<file path="config.mk">
export PLATFORM = sky130hd
export DESIGN_NAME = datapath
export DESIGN_NICKNAME = d
export VERILOG_FILES = /design/src/verilog/core_pkg.sv /design/src/verilog/if_stage.sv /design/src/verilog/decoder.sv /design/src/verilog/regfile.sv /design/src/verilog/exe_stage.sv /design/src/verilog/control_unit.sv /design/src/verilog/datapath.sv
export VERILOG_INCLUDE_DIRS = /design/src /design/src/verilog
export SDC_FILE = /design/constraint.sdc
export NUM_CORES = 2
export LEC_CHECK = 0
export ABC_AREA = 1
export BUFFER_PORTS_ARGS = -buffer_cell sky130_fd_sc_hd__buf_2
export CORE_MARGIN = 3
export CORE_UTILIZATION = 55
export CTS_CLUSTER_DIAMETER = 100
export DETAILED_ROUTE_END_ITERATION = 10
export GPL_TIMING_DRIVEN = 1
export HOLD_SLACK_MARGIN = 0.03
export PLACE_DENSITY_LB_ADDON = 0.25
export SETUP_SLACK_MARGIN = 0.1
export SLEW_MARGIN = 0
export SYNTH_ARGS = -nofsm -noshare
export SYNTH_HDL_FRONTEND = slang
export SYNTH_SLANG_ARGS = --single-unit
</file>
<file path="constraint.sdc">
create_clock -name clk_i -period 6 [get_ports clk_i]
set_input_delay 0.9 -clock clk_i [delete_from_list [all_inputs] [get_ports clk_i]]
set_output_delay 0.9 -clock clk_i [all_outputs]
set_load 0.03 [all_outputs]
</file>
<file path="src/verilog/core_config.svh">
// Core-wide width macros, included by every RTL module that sizes data or register ports
`ifndef CORE_CONFIG_SVH
`define CORE_CONFIG_SVH

// Data and address width
`define CORE_XLEN 32

// Register file addressing
`define CORE_REG_AW 5
`define CORE_NREGS 32

`endif

</file>
<file path="src/verilog/core_pkg.sv">
// Instruction layouts and pipeline encodings shared by the core, imported with a wildcard
`default_nettype none

package core_pkg;

    // Major opcodes of the supported RV32I subset
    localparam logic [6:0] OPC_OP     = 7'b0110011;
    localparam logic [6:0] OPC_OP_IMM = 7'b0010011;
    localparam logic [6:0] OPC_LUI    = 7'b0110111;
    localparam logic [6:0] OPC_BRANCH = 7'b1100011;
    localparam logic [6:0] OPC_JAL    = 7'b1101111;

    typedef struct packed {
        logic [6:0] funct7;
        logic [4:0] rs2;
        logic [4:0] rs1;
        logic [2:0] funct3;
        logic [4:0] rd;
        logic [6:0] opcode;
    } r_layout_t;

    typedef struct packed {
        logic [11:0] imm;
        logic [4:0]  rs1;
        logic [2:0]  funct3;
        logic [4:0]  rd;
        logic [6:0]  opcode;
    } i_layout_t;

    // Branch offset is scattered over both ends of the word
    typedef struct packed {
        logic       imm12;
        logic [5:0] imm10_5;
        logic [4:0] rs2;
        logic [4:0] rs1;
        logic [2:0] funct3;
        logic [3:0] imm4_1;
        logic       imm11;
        logic [6:0] opcode;
    } b_layout_t;

    typedef struct packed {
        logic [19:0] imm31_12;
        logic [4:0]  rd;
        logic [6:0]  opcode;
    } u_layout_t;

    typedef struct packed {
        logic       imm20;
        logic [9:0] imm10_1;
        logic       imm11;
        logic [7:0] imm19_12;
        logic [4:0] rd;
        logic [6:0] opcode;
    } j_layout_t;

    // One fetched word, read through whichever layout its opcode selects
    typedef union packed {
        r_layout_t r;
        i_layout_t i;
        b_layout_t b;
        u_layout_t u;
        j_layout_t j;
    } instr_word_t;

    typedef enum logic [3:0] {
        OP_ADD,
        OP_SUB,
        OP_AND,
        OP_OR,
        OP_XOR,
        OP_PASS_B,
        OP_BEQ,
        OP_BNE,
        OP_JAL,
        OP_NOP
    } alu_op_t;

    typedef enum logic [1:0] {
        SEL_NEXT,
        SEL_JAL,
        SEL_BRANCH
    } sel_pc_t;

endpackage

`default_nettype wire

</file>
<file path="src/verilog/if_stage.sv">
// Fetch stage: keeps the pc, talks to the instruction memory and drops responses made stale
`default_nettype none
`include "core_config.svh"

module if_stage import core_pkg::*; (
    input  wire                   clk_i,
    input  wire                   rstn_i,
    input  wire [`CORE_XLEN-1:0]  reset_addr_i,
    input  wire sel_pc_t          sel_pc_i,
    input  wire [`CORE_XLEN-1:0]  jal_target_i,
    input  wire [`CORE_XLEN-1:0]  branch_target_i,
    input  wire                   ifetch_valid_i,
    input  wire [31:0]            ifetch_instr_i,
    output logic                  ifetch_req_o,
    output logic [`CORE_XLEN-1:0] ifetch_addr_o,
    output logic                  fetch_valid_o,
    output logic [`CORE_XLEN-1:0] fetch_pc_o,
    output logic [31:0]           fetch_instr_o
);

    logic [`CORE_XLEN-1:0] pc_q;
    logic [`CORE_XLEN-1:0] redirect_pc;
    logic                  run_q;
    logic                  pending_q;
    logic                  stale_q;
    logic                  pending_d;
    logic                  redirect;

    // Low for the first cycle out of reset, while the reset address is loaded
    assign ifetch_req_o  = run_q && !pending_q;
    assign ifetch_addr_o = pc_q;

    assign redirect  = (sel_pc_i != SEL_NEXT);
    assign pending_d = (pending_q && !ifetch_valid_i) || ifetch_req_o;

    always_comb begin
        case (sel_pc_i)
            SEL_JAL:    redirect_pc = jal_target_i;
            SEL_BRANCH: redirect_pc = branch_target_i;
            default:    redirect_pc = pc_q;
        endcase
    end

    // The response belongs to the pc still held in pc_q
    assign fetch_valid_o = ifetch_valid_i && pending_q && !stale_q;
    assign fetch_pc_o    = pc_q;
    assign fetch_instr_o = ifetch_instr_i;

    always_ff @(posedge clk_i or negedge rstn_i) begin
        if (!rstn_i) begin
            pc_q      <= '0;
            run_q     <= 1'b0;
            pending_q <= 1'b0;
            stale_q   <= 1'b0;
        end else begin
            run_q     <= 1'b1;
            pending_q <= pending_d;
            // Whatever is in flight across a redirect was fetched on the old path
            stale_q   <= redirect ? pending_d : (stale_q && pending_d);
            if (!run_q) begin
                pc_q <= reset_addr_i;
            end else if (redirect) begin
                pc_q <= redirect_pc;
            end else if (fetch_valid_o) begin
                pc_q <= pc_q + `CORE_XLEN'd4;
            end
        end
    end

endmodule

`default_nettype wire

</file>
<file path="src/verilog/decoder.sv">
// Decode stage logic: splits a fetched word into operation, registers, immediate and JAL target
`default_nettype none
`include "core_config.svh"

module decoder import core_pkg::*; (
    input  wire [31:0]              instr_i,
    input  wire [`CORE_XLEN-1:0]    pc_i,
    input  wire                     valid_i,
    output alu_op_t                 op_o,
    output logic [`CORE_REG_AW-1:0] rs1_o,
    output logic [`CORE_REG_AW-1:0] rs2_o,
    output logic [`CORE_REG_AW-1:0] rd_o,
    output logic [`CORE_XLEN-1:0]   imm_o,
    output logic                    use_imm_o,
    output logic                    we_o,
    output logic                    jal_valid_o,
    output logic [`CORE_XLEN-1:0]   jal_target_o
);

    instr_word_t           iw;
    logic [`CORE_XLEN-1:0] imm_i_type;
    logic [`CORE_XLEN-1:0] imm_b_type;
    logic [`CORE_XLEN-1:0] imm_u_type;
    logic [`CORE_XLEN-1:0] imm_j_type;

    // Shared by register and immediate arithmetic
    function automatic alu_op_t logic_op(input logic [2:0] funct3);
        case (funct3)
            3'b000:  return OP_ADD;
            3'b100:  return OP_XOR;
            3'b110:  return OP_OR;
            3'b111:  return OP_AND;
            default: return OP_NOP;
        endcase
    endfunction

    assign iw = instr_i;

    assign imm_i_type = {{(`CORE_XLEN-12){iw.i.imm[11]}}, iw.i.imm};
    assign imm_b_type = {{(`CORE_XLEN-12){iw.b.imm12}}, iw.b.imm11, iw.b.imm10_5,
                         iw.b.imm4_1, 1'b0};
    assign imm_u_type = {iw.u.imm31_12, 12'b0};
    assign imm_j_type = {{(`CORE_XLEN-20){iw.j.imm20}}, iw.j.imm19_12, iw.j.imm11,
                         iw.j.imm10_1, 1'b0};

    assign rs1_o = iw.r.rs1;
    assign rs2_o = iw.r.rs2;
    assign rd_o  = iw.r.rd;

    always_comb begin
        op_o      = OP_NOP;
        imm_o     = '0;
        use_imm_o = 1'b0;
        case (iw.r.opcode)
            OPC_OP: begin
                if (iw.r.funct7 == 7'b0100000 && iw.r.funct3 == 3'b000) begin
                    op_o = OP_SUB;
                end else if (iw.r.funct7 == 7'b0) begin
                    op_o = logic_op(iw.r.funct3);
                end
            end
            OPC_OP_IMM: begin
                op_o      = logic_op(iw.i.funct3);
                imm_o     = imm_i_type;
                use_imm_o = 1'b1;
            end
            OPC_LUI: begin
                op_o      = OP_PASS_B;
                imm_o     = imm_u_type;
                use_imm_o = 1'b1;
            end
            OPC_BRANCH: begin
                // Only BEQ and BNE are implemented
                if (iw.b.funct3 == 3'b000) begin
                    op_o = OP_BEQ;
                end else if (iw.b.funct3 == 3'b001) begin
                    op_o = OP_BNE;
                end
                imm_o = imm_b_type;
            end
            OPC_JAL: begin
                op_o  = OP_JAL;
                imm_o = imm_j_type;
            end
            default: op_o = OP_NOP;
        endcase
    end

    // Write enable already excludes x0
    assign we_o = (rd_o != '0) && !(op_o inside {OP_NOP, OP_BEQ, OP_BNE});

    assign jal_valid_o  = valid_i && (iw.j.opcode == OPC_JAL);
    assign jal_target_o = pc_i + imm_j_type;

endmodule

`default_nettype wire

</file>
<file path="src/verilog/regfile.sv">
// Integer register file with two read ports and one write port that bypasses to the readers
`default_nettype none
`include "core_config.svh"

module regfile import core_pkg::*; (
    input  wire                    clk_i,
    input  wire                    rstn_i,
    input  wire                    we_i,
    input  wire [`CORE_REG_AW-1:0] waddr_i,
    input  wire [`CORE_XLEN-1:0]   wdata_i,
    input  wire [`CORE_REG_AW-1:0] raddr1_i,
    input  wire [`CORE_REG_AW-1:0] raddr2_i,
    output logic [`CORE_XLEN-1:0]  rdata1_o,
    output logic [`CORE_XLEN-1:0]  rdata2_o
);

    logic [`CORE_XLEN-1:0] regs_q [`CORE_NREGS];
    logic                  wr_en;

    // x0 is never written
    assign wr_en = we_i && (waddr_i != '0);

    always_ff @(posedge clk_i or negedge rstn_i) begin
        if (!rstn_i) begin
            for (int i = 0; i < `CORE_NREGS; i++) begin
                regs_q[i] <= '0;
            end
        end else if (wr_en) begin
            regs_q[waddr_i] <= wdata_i;
        end
    end

    // Same-cycle write is visible to the reader
    assign rdata1_o = (wr_en && waddr_i == raddr1_i) ? wdata_i : regs_q[raddr1_i];
    assign rdata2_o = (wr_en && waddr_i == raddr2_i) ? wdata_i : regs_q[raddr2_i];

endmodule

`default_nettype wire

</file>
<file path="src/verilog/exe_stage.sv">
// Execute stage: write-back bypass, ALU, branch comparison and branch target
`default_nettype none
`include "core_config.svh"

module exe_stage import core_pkg::*; (
    input  wire                    valid_i,
    input  wire alu_op_t           op_i,
    input  wire [`CORE_XLEN-1:0]   pc_i,
    input  wire [`CORE_REG_AW-1:0] rs1_i,
    input  wire [`CORE_REG_AW-1:0] rs2_i,
    input  wire [`CORE_XLEN-1:0]   rs1_data_i,
    input  wire [`CORE_XLEN-1:0]   rs2_data_i,
    input  wire [`CORE_XLEN-1:0]   imm_i,
    input  wire                    use_imm_i,
    input  wire                    wb_we_i,
    input  wire [`CORE_REG_AW-1:0] wb_rd_i,
    input  wire [`CORE_XLEN-1:0]   wb_data_i,
    output logic [`CORE_XLEN-1:0]  result_o,
    output logic                   branch_taken_o,
    output logic [`CORE_XLEN-1:0]  branch_target_o
);

    logic [`CORE_XLEN-1:0] src_a;
    logic [`CORE_XLEN-1:0] src_b_reg;
    logic [`CORE_XLEN-1:0] src_b;
    logic                  bypass_a;
    logic                  bypass_b;
    logic                  equal;

    // Result one stage ahead overrides the value read from the register file
    assign bypass_a = wb_we_i && (wb_rd_i != '0) && (wb_rd_i == rs1_i);
    assign bypass_b = wb_we_i && (wb_rd_i != '0) && (wb_rd_i == rs2_i);

    assign src_a     = bypass_a ? wb_data_i : rs1_data_i;
    assign src_b_reg = bypass_b ? wb_data_i : rs2_data_i;
    assign src_b     = use_imm_i ? imm_i : src_b_reg;

    always_comb begin
        case (op_i)
            OP_ADD:    result_o = src_a + src_b;
            OP_SUB:    result_o = src_a - src_b;
            OP_AND:    result_o = src_a & src_b;
            OP_OR:     result_o = src_a | src_b;
            OP_XOR:    result_o = src_a ^ src_b;
            OP_PASS_B: result_o = src_b;
            // Link address
            OP_JAL:    result_o = pc_i + `CORE_XLEN'd4;
            default:   result_o = '0;
        endcase
    end

    // Branches compare the two register operands
    assign equal = (src_a == src_b_reg);

    assign branch_taken_o  = valid_i && ((op_i == OP_BEQ && equal) ||
                                         (op_i == OP_BNE && !equal));
    assign branch_target_o = pc_i + imm_i;

endmodule

`default_nettype wire

</file>
<file path="src/verilog/control_unit.sv">
// Pipeline control: picks the fetch redirect and clears the stage registers behind it
`default_nettype none

module control_unit import core_pkg::*; (
    input  wire     jal_valid_i,
    input  wire     branch_taken_i,
    output sel_pc_t sel_pc_o,
    output logic    flush_if_o,
    output logic    flush_id_o,
    output logic    flush_rr_o
);

    // A resolved branch is older than any JAL in decode and wins
    always_comb begin
        if (branch_taken_i) begin
            sel_pc_o = SEL_BRANCH;
        end else if (jal_valid_i) begin
            sel_pc_o = SEL_JAL;
        end else begin
            sel_pc_o = SEL_NEXT;
        end
    end

    // JAL only kills the word being fetched
    assign flush_if_o = branch_taken_i || jal_valid_i;

    // Branch kills everything younger than execute
    assign flush_id_o = branch_taken_i;
    assign flush_rr_o = branch_taken_i;

endmodule

`default_nettype wire

</file>
<file path="src/verilog/datapath.sv">
// Core top level: holds the IF/ID, ID/RR, RR/EXE and EXE/WB registers and wires the stages
`default_nettype none
`include "core_config.svh"

module datapath import core_pkg::*; (
    input  wire                     clk_i,
    input  wire                     rstn_i,
    input  wire [`CORE_XLEN-1:0]    reset_addr_i,
    input  wire                     ifetch_valid_i,
    input  wire [31:0]              ifetch_instr_i,
    output logic                    ifetch_req_o,
    output logic [`CORE_XLEN-1:0]   ifetch_addr_o,
    output logic                    commit_valid_o,
    output logic [`CORE_XLEN-1:0]   commit_pc_o,
    output logic [`CORE_REG_AW-1:0] commit_rd_o,
    output logic                    commit_we_o,
    output logic [`CORE_XLEN-1:0]   commit_data_o
);

    // Fetch
    logic                    fetch_valid;
    logic [`CORE_XLEN-1:0]   fetch_pc;
    logic [31:0]             fetch_instr;
    logic                    if_id_valid_q;
    logic [`CORE_XLEN-1:0]   if_id_pc_q;
    logic [31:0]             if_id_instr_q;

    // Decode
    alu_op_t                 dec_op;
    logic [`CORE_REG_AW-1:0] dec_rs1;
    logic [`CORE_REG_AW-1:0] dec_rs2;
    logic [`CORE_REG_AW-1:0] dec_rd;
    logic [`CORE_XLEN-1:0]   dec_imm;
    logic                    dec_use_imm;
    logic                    dec_we;
    logic                    jal_valid;
    logic [`CORE_XLEN-1:0]   jal_target;
    logic                    id_rr_valid_q;
    logic [`CORE_XLEN-1:0]   id_rr_pc_q;
    alu_op_t                 id_rr_op_q;
    logic [`CORE_REG_AW-1:0] id_rr_rs1_q;
    logic [`CORE_REG_AW-1:0] id_rr_rs2_q;
    logic [`CORE_REG_AW-1:0] id_rr_rd_q;
    logic [`CORE_XLEN-1:0]   id_rr_imm_q;
    logic                    id_rr_use_imm_q;
    logic                    id_rr_we_q;

    // Register read
    logic [`CORE_XLEN-1:0]   rf_rdata1;
    logic [`CORE_XLEN-1:0]   rf_rdata2;
    logic                    rr_exe_valid_q;
    logic [`CORE_XLEN-1:0]   rr_exe_pc_q;
    alu_op_t                 rr_exe_op_q;
    logic [`CORE_REG_AW-1:0] rr_exe_rs1_q;
    logic [`CORE_REG_AW-1:0] rr_exe_rs2_q;
    logic [`CORE_REG_AW-1:0] rr_exe_rd_q;
    logic [`CORE_XLEN-1:0]   rr_exe_imm_q;
    logic                    rr_exe_use_imm_q;
    logic                    rr_exe_we_q;
    logic [`CORE_XLEN-1:0]   rr_exe_rs1_data_q;
    logic [`CORE_XLEN-1:0]   rr_exe_rs2_data_q;

    // Execute and write-back
    logic [`CORE_XLEN-1:0]   exe_result;
    logic                    branch_taken;
    logic [`CORE_XLEN-1:0]   branch_target;
    logic                    exe_wb_valid_q;
    logic [`CORE_XLEN-1:0]   exe_wb_pc_q;
    logic [`CORE_REG_AW-1:0] exe_wb_rd_q;
    logic                    exe_wb_we_q;
    logic [`CORE_XLEN-1:0]   exe_wb_result_q;
    logic                    wb_we;

    sel_pc_t                 sel_pc;
    logic                    flush_if;
    logic                    flush_id;
    logic                    flush_rr;

    control_unit control_unit_inst (
        .jal_valid_i    (jal_valid),
        .branch_taken_i (branch_taken),
        .sel_pc_o       (sel_pc),
        .flush_if_o     (flush_if),
        .flush_id_o     (flush_id),
        .flush_rr_o     (flush_rr)
    );

    if_stage if_stage_inst (
        .clk_i           (clk_i),
        .rstn_i          (rstn_i),
        .reset_addr_i    (reset_addr_i),
        .sel_pc_i        (sel_pc),
        .jal_target_i    (jal_target),
        .branch_target_i (branch_target),
        .ifetch_valid_i  (ifetch_valid_i),
        .ifetch_instr_i  (ifetch_instr_i),
        .ifetch_req_o    (ifetch_req_o),
        .ifetch_addr_o   (ifetch_addr_o),
        .fetch_valid_o   (fetch_valid),
        .fetch_pc_o      (fetch_pc),
        .fetch_instr_o   (fetch_instr)
    );

    decoder decoder_inst (
        .instr_i      (if_id_instr_q),
        .pc_i         (if_id_pc_q),
        .valid_i      (if_id_valid_q),
        .op_o         (dec_op),
        .rs1_o        (dec_rs1),
        .rs2_o        (dec_rs2),
        .rd_o         (dec_rd),
        .imm_o        (dec_imm),
        .use_imm_o    (dec_use_imm),
        .we_o         (dec_we),
        .jal_valid_o  (jal_valid),
        .jal_target_o (jal_target)
    );

    regfile regfile_inst (
        .clk_i    (clk_i),
        .rstn_i   (rstn_i),
        .we_i     (wb_we),
        .waddr_i  (exe_wb_rd_q),
        .wdata_i  (exe_wb_result_q),
        .raddr1_i (id_rr_rs1_q),
        .raddr2_i (id_rr_rs2_q),
        .rdata1_o (rf_rdata1),
        .rdata2_o (rf_rdata2)
    );

    // Branch outcome only counts for a live instruction in execute
    exe_stage exe_stage_inst (
        .valid_i         (rr_exe_valid_q),
        .op_i            (rr_exe_op_q),
        .pc_i            (rr_exe_pc_q),
        .rs1_i           (rr_exe_rs1_q),
        .rs2_i           (rr_exe_rs2_q),
        .rs1_data_i      (rr_exe_rs1_data_q),
        .rs2_data_i      (rr_exe_rs2_data_q),
        .imm_i           (rr_exe_imm_q),
        .use_imm_i       (rr_exe_use_imm_q),
        .wb_we_i         (wb_we),
        .wb_rd_i         (exe_wb_rd_q),
        .wb_data_i       (exe_wb_result_q),
        .result_o        (exe_result),
        .branch_taken_o  (branch_taken),
        .branch_target_o (branch_target)
    );

    // Valid bits of the four stage registers; a flush turns the entry into a bubble
    always_ff @(posedge clk_i or negedge rstn_i) begin
        if (!rstn_i) begin
            if_id_valid_q  <= 1'b0;
            id_rr_valid_q  <= 1'b0;
            rr_exe_valid_q <= 1'b0;
            exe_wb_valid_q <= 1'b0;
        end else begin
            if_id_valid_q  <= fetch_valid && !flush_if;
            id_rr_valid_q  <= if_id_valid_q && !flush_id;
            rr_exe_valid_q <= id_rr_valid_q && !flush_rr;
            exe_wb_valid_q <= rr_exe_valid_q;
        end
    end

    // Stage payloads advance every cycle, qualified by the valid bits above
    always_ff @(posedge clk_i) begin
        if_id_pc_q        <= fetch_pc;
        if_id_instr_q     <= fetch_instr;
        id_rr_pc_q        <= if_id_pc_q;
        id_rr_op_q        <= dec_op;
        id_rr_rs1_q       <= dec_rs1;
        id_rr_rs2_q       <= dec_rs2;
        id_rr_rd_q        <= dec_rd;
        id_rr_imm_q       <= dec_imm;
        id_rr_use_imm_q   <= dec_use_imm;
        id_rr_we_q        <= dec_we;
        rr_exe_pc_q       <= id_rr_pc_q;
        rr_exe_op_q       <= id_rr_op_q;
        rr_exe_rs1_q      <= id_rr_rs1_q;
        rr_exe_rs2_q      <= id_rr_rs2_q;
        rr_exe_rd_q       <= id_rr_rd_q;
        rr_exe_imm_q      <= id_rr_imm_q;
        rr_exe_use_imm_q  <= id_rr_use_imm_q;
        rr_exe_we_q       <= id_rr_we_q;
        rr_exe_rs1_data_q <= rf_rdata1;
        rr_exe_rs2_data_q <= rf_rdata2;
        exe_wb_pc_q       <= rr_exe_pc_q;
        exe_wb_rd_q       <= rr_exe_rd_q;
        exe_wb_we_q       <= rr_exe_we_q;
        exe_wb_result_q   <= exe_result;
    end

    assign wb_we = exe_wb_valid_q && exe_wb_we_q;

    // Retirement happens in write-back
    assign commit_valid_o = exe_wb_valid_q;
    assign commit_pc_o    = exe_wb_pc_q;
    assign commit_rd_o    = exe_wb_rd_q;
    assign commit_we_o    = wb_we;
    assign commit_data_o  = exe_wb_result_q;

endmodule

`default_nettype wire

</file>
### Word level (Yosys, flattened, before mapping)

Cells that the tools add are included.

| storage, ports and cells | value |
|---|---|
| output and inout bits | 104 |
| register bits | 1431 |
| input bits | 67 |

| cells by class | value |
|---|---|
| reduce and logical (&&, ||, !) cells | 40 |
| mux-type cells | 30 |
| equal/unequal tests | 30 |
| bitwise logic cells | 6 |
| $add $sub $neg | 6 |
| $lt $le $gt $ge | 4 |

Operator list:

| kind | count |
|---|---|
| $bwmux 1024 | 1 |
| $mux 32 | 13 |
| $bmux 32 s5 | 2 |
| $pmux 32 s7 | 1 |
| $demux 32 s5 | 1 |
| $pmux 32 s4 | 1 |
| $add 32x32->32 | 3 |
| $add 32x3->32 const B | 2 |
| $pmux 32 s2 | 1 |
| $and 32x32->32 | 1 |
| $eq 32x32->1 | 1 |
| $or 32x32->32 | 1 |
| $sub 32x32->32 | 1 |
| $xor 32x32->32 | 1 |
| $eq 4x3->1 const B | 6 |
| $eq 7x6->1 const B | 3 |
| $logic_and 1x1->1 | 21 |
| $eq 5x5->1 | 4 |
| $pmux 4 s5 | 1 |
| $ge 6x6->1 const B | 3 |
| $not 5->6 | 3 |
| $mux 4 | 4 |
| $pmux 4 s4 | 1 |
| $eq 7x7->1 const B | 2 |
| other kinds (23) | 38 |

### Depth between registers and ports, before layout

| depth | value |
|---|---|
| depth after elaboration | 14 |
| gate-level depth with buffers | 38 |
| depth with buffers taken out | 36 |

### Modules after synthesis

Synthesis repeated with hierarchy kept, for this count alone.

| second synthesis, totals | value |
|---|---|
| cell total of the unflattened synthesis | 11368 |
| area total of the unflattened synthesis | 79351.1 µm² |

By module, submodules not included:

| module | cells an instance | sequential area each (µm²) | instances | area an instance (µm²) |
|---|---|---|---|---|
| regfile | 8330 | 25624.6 | 1 | 56675.6 |
| exe_stage | 1574 | 0.0 | 1 | 8872.3 |
| datapath | 380 | 7467.2 | 1 | 7504.7 |
| if_stage | 597 | 875.8 | 1 | 3693.5 |
| decoder | 480 | 0.0 | 1 | 2567.5 |
| control_unit | 7 | 0.0 | 1 | 37.5 |

### Worst setup path after synthesis

OpenSTA, ideal clock, no wires.

| timing path | value |
|---|---|
| path type | flip-flop to flip-flop |
| start point | reg exe_wb_rd_q[1], in the netlist commit_rd_o[1] |
| end point | reg exe_wb_result_q[29], in the netlist commit_data_o[29] |
| cell stages (with the launch flop) | 34 |
| buffers on the path | 3 |
| arrival | 4.551 ns |
| clock period less this slack | 4.670 ns |
| path slack | 1.330 ns |
| library setup time | 0.119 ns |
| cell sequence | dfxtp_1 buf_2 nor2_1 nand3_2 nand2_4 nor2_4 nand2_2 buf_6 buf_6 nand2_1 o21ai_1 a21boi_1 ha_1 nand2_1 nor2_1 nand2_1 nor2_2 nand3_1 nor2_1 nand2_1 o21ai_1 xor2_1 ha_1 nand2_1 nor2_1 inv_1 o311ai_0 nand2_1 nand2_1 nand2_1 nand2_1 a21oi_1 o21ai_0 nand2_1 |

| between the ends | value |
|---|---|
| cells in the longest elaborated chain, start to end | 7 |

RTL lines:

| item | RTL line | RTL |
|---|---|---|
| start, declared | datapath.sv:69 | `` logic [`CORE_REG_AW-1:0] exe_wb_rd_q; `` |
| start signal, assigned | datapath.sv:188 | `exe_wb_rd_q <= rr_exe_rd_q;` |
| $reduce_bool 5->1 | exe_stage.sv:31, exe_stage.sv:32 |  |
| $logic_and 1x1->1 | exe_stage.sv:31, exe_stage.sv:32 |  |
| $logic_and 1x1->1 | exe_stage.sv:32 | `assign bypass_b = wb_we_i && (wb_rd_i != '0) && (wb_rd_i == rs2_i);` |
| $mux 32 | exe_stage.sv:35 | `assign src_b_reg = bypass_b ? wb_data_i : rs2_data_i;` |
| $mux 32 | exe_stage.sv:36 | `assign src_b = use_imm_i ? imm_i : src_b_reg;` |
| $sub 32x32->32, or another cell as far along | exe_stage.sv:41 | `OP_SUB: result_o = src_a - src_b;` |
| $pmux 32 s7 * | exe_stage.sv:39 | `case (op_i)` |
| end signal, assigned | datapath.sv:190 | `exe_wb_result_q <= exe_result;` |
| end, declared | datapath.sv:71 | `` logic [`CORE_XLEN-1:0] exe_wb_result_q; `` |

Mark *: on every way between the ends. The rest lies on a longest branch, timed or not.
A chain may end at the register's enable or synchronous reset.

### Final worst setup path

| timing path | value |
|---|---|
| start point | reg exe_wb_rd_q[3], in the netlist commit_rd_o[3] |
| end point | reg exe_wb_result_q[29], in the netlist commit_data_o[29] |

Same word-level chain as after synthesis.

==> flow_summary_export.csv <==
group,metric,value,unit
setup_path,r2r_cells,32,
floorplan,fp.dieW,378,µm
routing,drc,0,
sta,fin_skew,0.0244,ns
global_routing,grt_use_total,40.5,%
placement,dpl.hpwl,174,mm
global_routing,antenna_found_initial,11,
placement,gp_congestion,1.04,
sta,max_slew.worst_pin.slew,1.29,ns
setup_path,start_kind,"register",
clock_tree,cts_setup_buffers,0,
setup_path,worst-path-buf-inv,1,
routing,wl_per_cell,25.1,µm
layout,ff_latch_area,34000,µm²
floorplan,die_height,378,µm
logic_synthesis,ys_seq_area_share,44.7,%
placement,place_area,77300,µm²
sta,setup_viol,0,
logic_synthesis,syn-instance-count,10252,
setup_path,slowest_delay,0.60,ns
logic_synthesis,syn_area,76000,µm²
logic_synthesis,ys.flop_type,"dfrtp_1",
sta,fmax,186,MHz
global_routing,grt_pass1_wl,442,mm
clock_tree,cts.hold.buffers_added,0,
placement,port_buffers,170,
layout,multi_input_area,37400,µm²
layout,fill_cells,12185,
sta,fin_crit_sh,89.5,%
sta,min_period,5.37,ns
setup_path,criticalPathCategory,"reg2reg",
sta,setup_tns,0,ns
power,p_leak,37.0,nW
layout,final_layout_size_suffix_gt1_share,6.61,%
setup_path,cp_common_cell,"nand2_1",
power,ir_worst_vdd,0.238,mV
floorplan,core,136000,µm²
global_routing,grt_remaining_overflow,0,
layout,area_growth,8.79,%
routing,vias,76552,
logic_synthesis,ys_ff_latch,1431,
logic_synthesis,synth_top_cell_area_share,35.0,%
sta,slew_viol_final,0,
floorplan,num_rows,135,
routing,drt_iter0_drc,11474,
sta,slew-limit-headroom,14.1,%
floorplan,initial_core_util,55.7,%
clock_tree,cts.sinks,1431,
logic_synthesis,avgSynthCellArea,7.41,µm²
clock_tree,root_buffer,"clkbuf_16",
setup_path,cp_max_fo,12,
setup_path,critical_path_arrival,6.05,ns
run_status,outcome,"complete, no violations",
setup_path,rr_endpoint,"commit_data_o[29]",
clock_tree,ctsHtreeMaxLevel,4,
power,power.density,290,nW/µm²
clock_tree,clk_pin_slew_worst_paths,0.06,ns
clock_tree,clock_latency,0.80,ns
logic_synthesis,synthTopCellsByArea,"dfrtp_1 (35%), o21ai_0 (16%), dfxtp_1 (9.7%)",
clock_tree,cts_tree,"built",
setup_path,required,6.69,ns
floorplan,dieArea,143000,µm²
run,maxCapViolations,0,
setup_path,crit_path_top_delay_cell,"dfxtp_1",
logic_synthesis,synth_cell_types,60,
global_routing,grt_max_degree,171,
sta,final-hold-violation-count,0,
setup_path,worstReg2RegStart,"commit_rd_o[3]",
logic_synthesis,synth_area_leader_cell,"dfrtp_1",
routing,drt-pass1-iter-count,9,
min_path,hold_class,"in2async",
floorplan,ios,171,
setup_path,crit_start,"commit_rd_o[3]",
global_routing,grt_pass1_vias,71316,
setup_path,cp-end-kind,"register",
logic_synthesis,yosysWarnings,0,
logic_synthesis,async_reset_ff_share,74.3,%
clock_tree,numCtsBuffers,156,
layout,fin_nets,10090,
logic_synthesis,synth_edf_count,0,
routing,routed_wl,296,mm
power,fin_total_pwr,24.0,mW
routing,ant_nets,0,
routing,viasPerCell,6.50,
clock_tree,clock_path_buffers,3,
sta,rsz0062_at_grt,"false",
setup_path,critical_path.top_delay_family,"simple AND/OR/NAND/NOR gates",
logic_synthesis,synth_nets,10482,
layout,final_area,82600,µm²
setup_path,worst-r2r-setup-slack,0.63,ns
-- power by group --
part / total (mW) / internal, mW / switching (mW)
clock network: 9.92 / 5.75 / 4.17
logic: 3.75 / 1.11 / 2.64
registers: 10.3 / 9.91 / 0.425
-- registers in the layout, summed over array words and instances (netlist names), 32 cells and up --
| signal | flops |
|---|---|
| commit_data_o | 32 |
| commit_pc_o | 32 |
| id_rr_imm_q | 32 |
| id_rr_pc_q | 32 |
| if_id_instr_q | 32 |
| if_id_pc_q | 32 |
| if_stage_inst.fetch_pc_o | 32 |
| regfile_inst.regs_q | 1024 |
| rr_exe_imm_q | 32 |
| rr_exe_pc_q | 32 |
| rr_exe_rs1_data_q | 32 |
| rr_exe_rs2_data_q | 32 |
-- cells in the final DEF (no fill, tap or decap), types with 8 or more instances in the layout --
cell and n:
o21a_1 16, clkbuf_8 33, nand2_1 1821, o2111ai_1 30, nand2_4 33, nand4_1 62, o21bai_1 14, o32ai_1 20
inv_2 14, dfrtp_1 1063, o311ai_0 8, or2_2 12, clkbuf_16 163, ha_1 160, a221oi_1 23, xnor2_1 29
buf_4 108, clkbuf_1 47, nor2_1 1590, dfxtp_1 358, dfxtp_4 8, a21o_1 10, o211ai_1 28, o21ai_0 2430
nand3_1 198, o21ai_1 54, inv_1 372, buf_12 24, xor2_1 103, a31oi_1 19, nor3_1 46, clkinv_2 21
a21oi_1 147, o22ai_1 576, buf_2 169, nor4_1 12, o221ai_1 66
-- worst max path at each step --
stage	slack (ns)	cells after the start	end
6_report	0.63	32	commit_data_o[29]
5_1_grt	0.15	30	commit_data_o[27]
4_1_cts	0.58	30	commit_data_o[29]
3_5_place_dp	0.63	28	commit_data_o[27]
3_3_place_gp	0.63	32	commit_data_o[29]
2_1_floorplan	1.33	33	commit_data_o[29]
-- timing repair --
| item | 4_1_cts | 5_1_grt |
|---|---|---|
| endpoints found under the setup margin | 0 | 3 |
| resized for setup | 0 | 3 |
| endpoints found under the hold margin | 0 | 0 |
-- layout make-up --
class	instances	share of cell area [%]
flip-flops and latches	1431	41.1
well taps	1781	2.70
clock buffers	243	5.70
clock inverters	49	0.709
diodes	2	0.00606
multi-input cells	7571	45.3
inverters	398	1.86
repair buffers	302	2.60
-- stage by stage --
step	instances	hold WS, ns	util, %	setup slack [ns]
2_1_floorplan	10252	0.310	-	1.33
3_3_place_gp	11483	0.310	56.7	0.630
3_5_place_dp	11483	0.312	56.7	0.627
4_1_cts	11775	0.140	60.6	0.575
5_1_grt	11775	0.172	60.6	0.150
6_report	11777	0.132	60.6	0.633
-- synthesized netlist by cell type, types with 4 or more instances --
cell type,number
o221a_2,4
o31ai_1,5
or2_2,12
a31oi_1,19
o311ai_0,9
a21o_1,10
a21boi_0,6
a21oi_1,147
inv_2,12
o32ai_1,20
nor2_4,5
o21ai_0,2431
o21ai_2,4
clkbuf_1,787
nor2_1,1592
xor2_1,103
inv_1,377
o21a_1,16
o21bai_1,14
buf_2,23
nor3_1,50
ha_1,160
buf_4,10
nand3b_1,4
a221oi_1,23
dfxtp_1,368
dfrtp_1,1063
o221ai_1,66
buf_6,9
nand4_1,62
o2111ai_1,30
xnor2_1,29
nand3_1,198
o211ai_1,28
nand2_1,1852
nor4_1,12
buf_1,23
clkinv_1,7
o22ai_1,576
o21ai_1,53
-- routing by layer --
metal / vias to the layer above / global-route usage [%] / part of all wire [%]
li1: 34071 / - / -
met1: 35924 / 53.5 / 38
met2: 5345 / 59.9 / 42
met3: 1204 / 9.93 / 12
met4: 8 / 25.1 / 7.2
met5: - / 0 / 0.017
-- cell families (layout without fill, tap and decap cells) --
group / count (synthesis) / count (layout) / share of synthesized area [%]
AO/OA/AOI/OAI: 3472 / 3472 / 25.0
XOR/XNOR: 132 / 132 / 1.52
adder cells (fa/ha/maj): 163 / 163 / 2.71
buffers and inverters: 1250 / 992 / 6.36
flip-flops: 1431 / 1431 / 44.7
other: 1 / 3 / 0.00494
AND/OR/NAND/NOR: 3803 / 3803 / 19.7
Power figures use the tool's default switching activity.
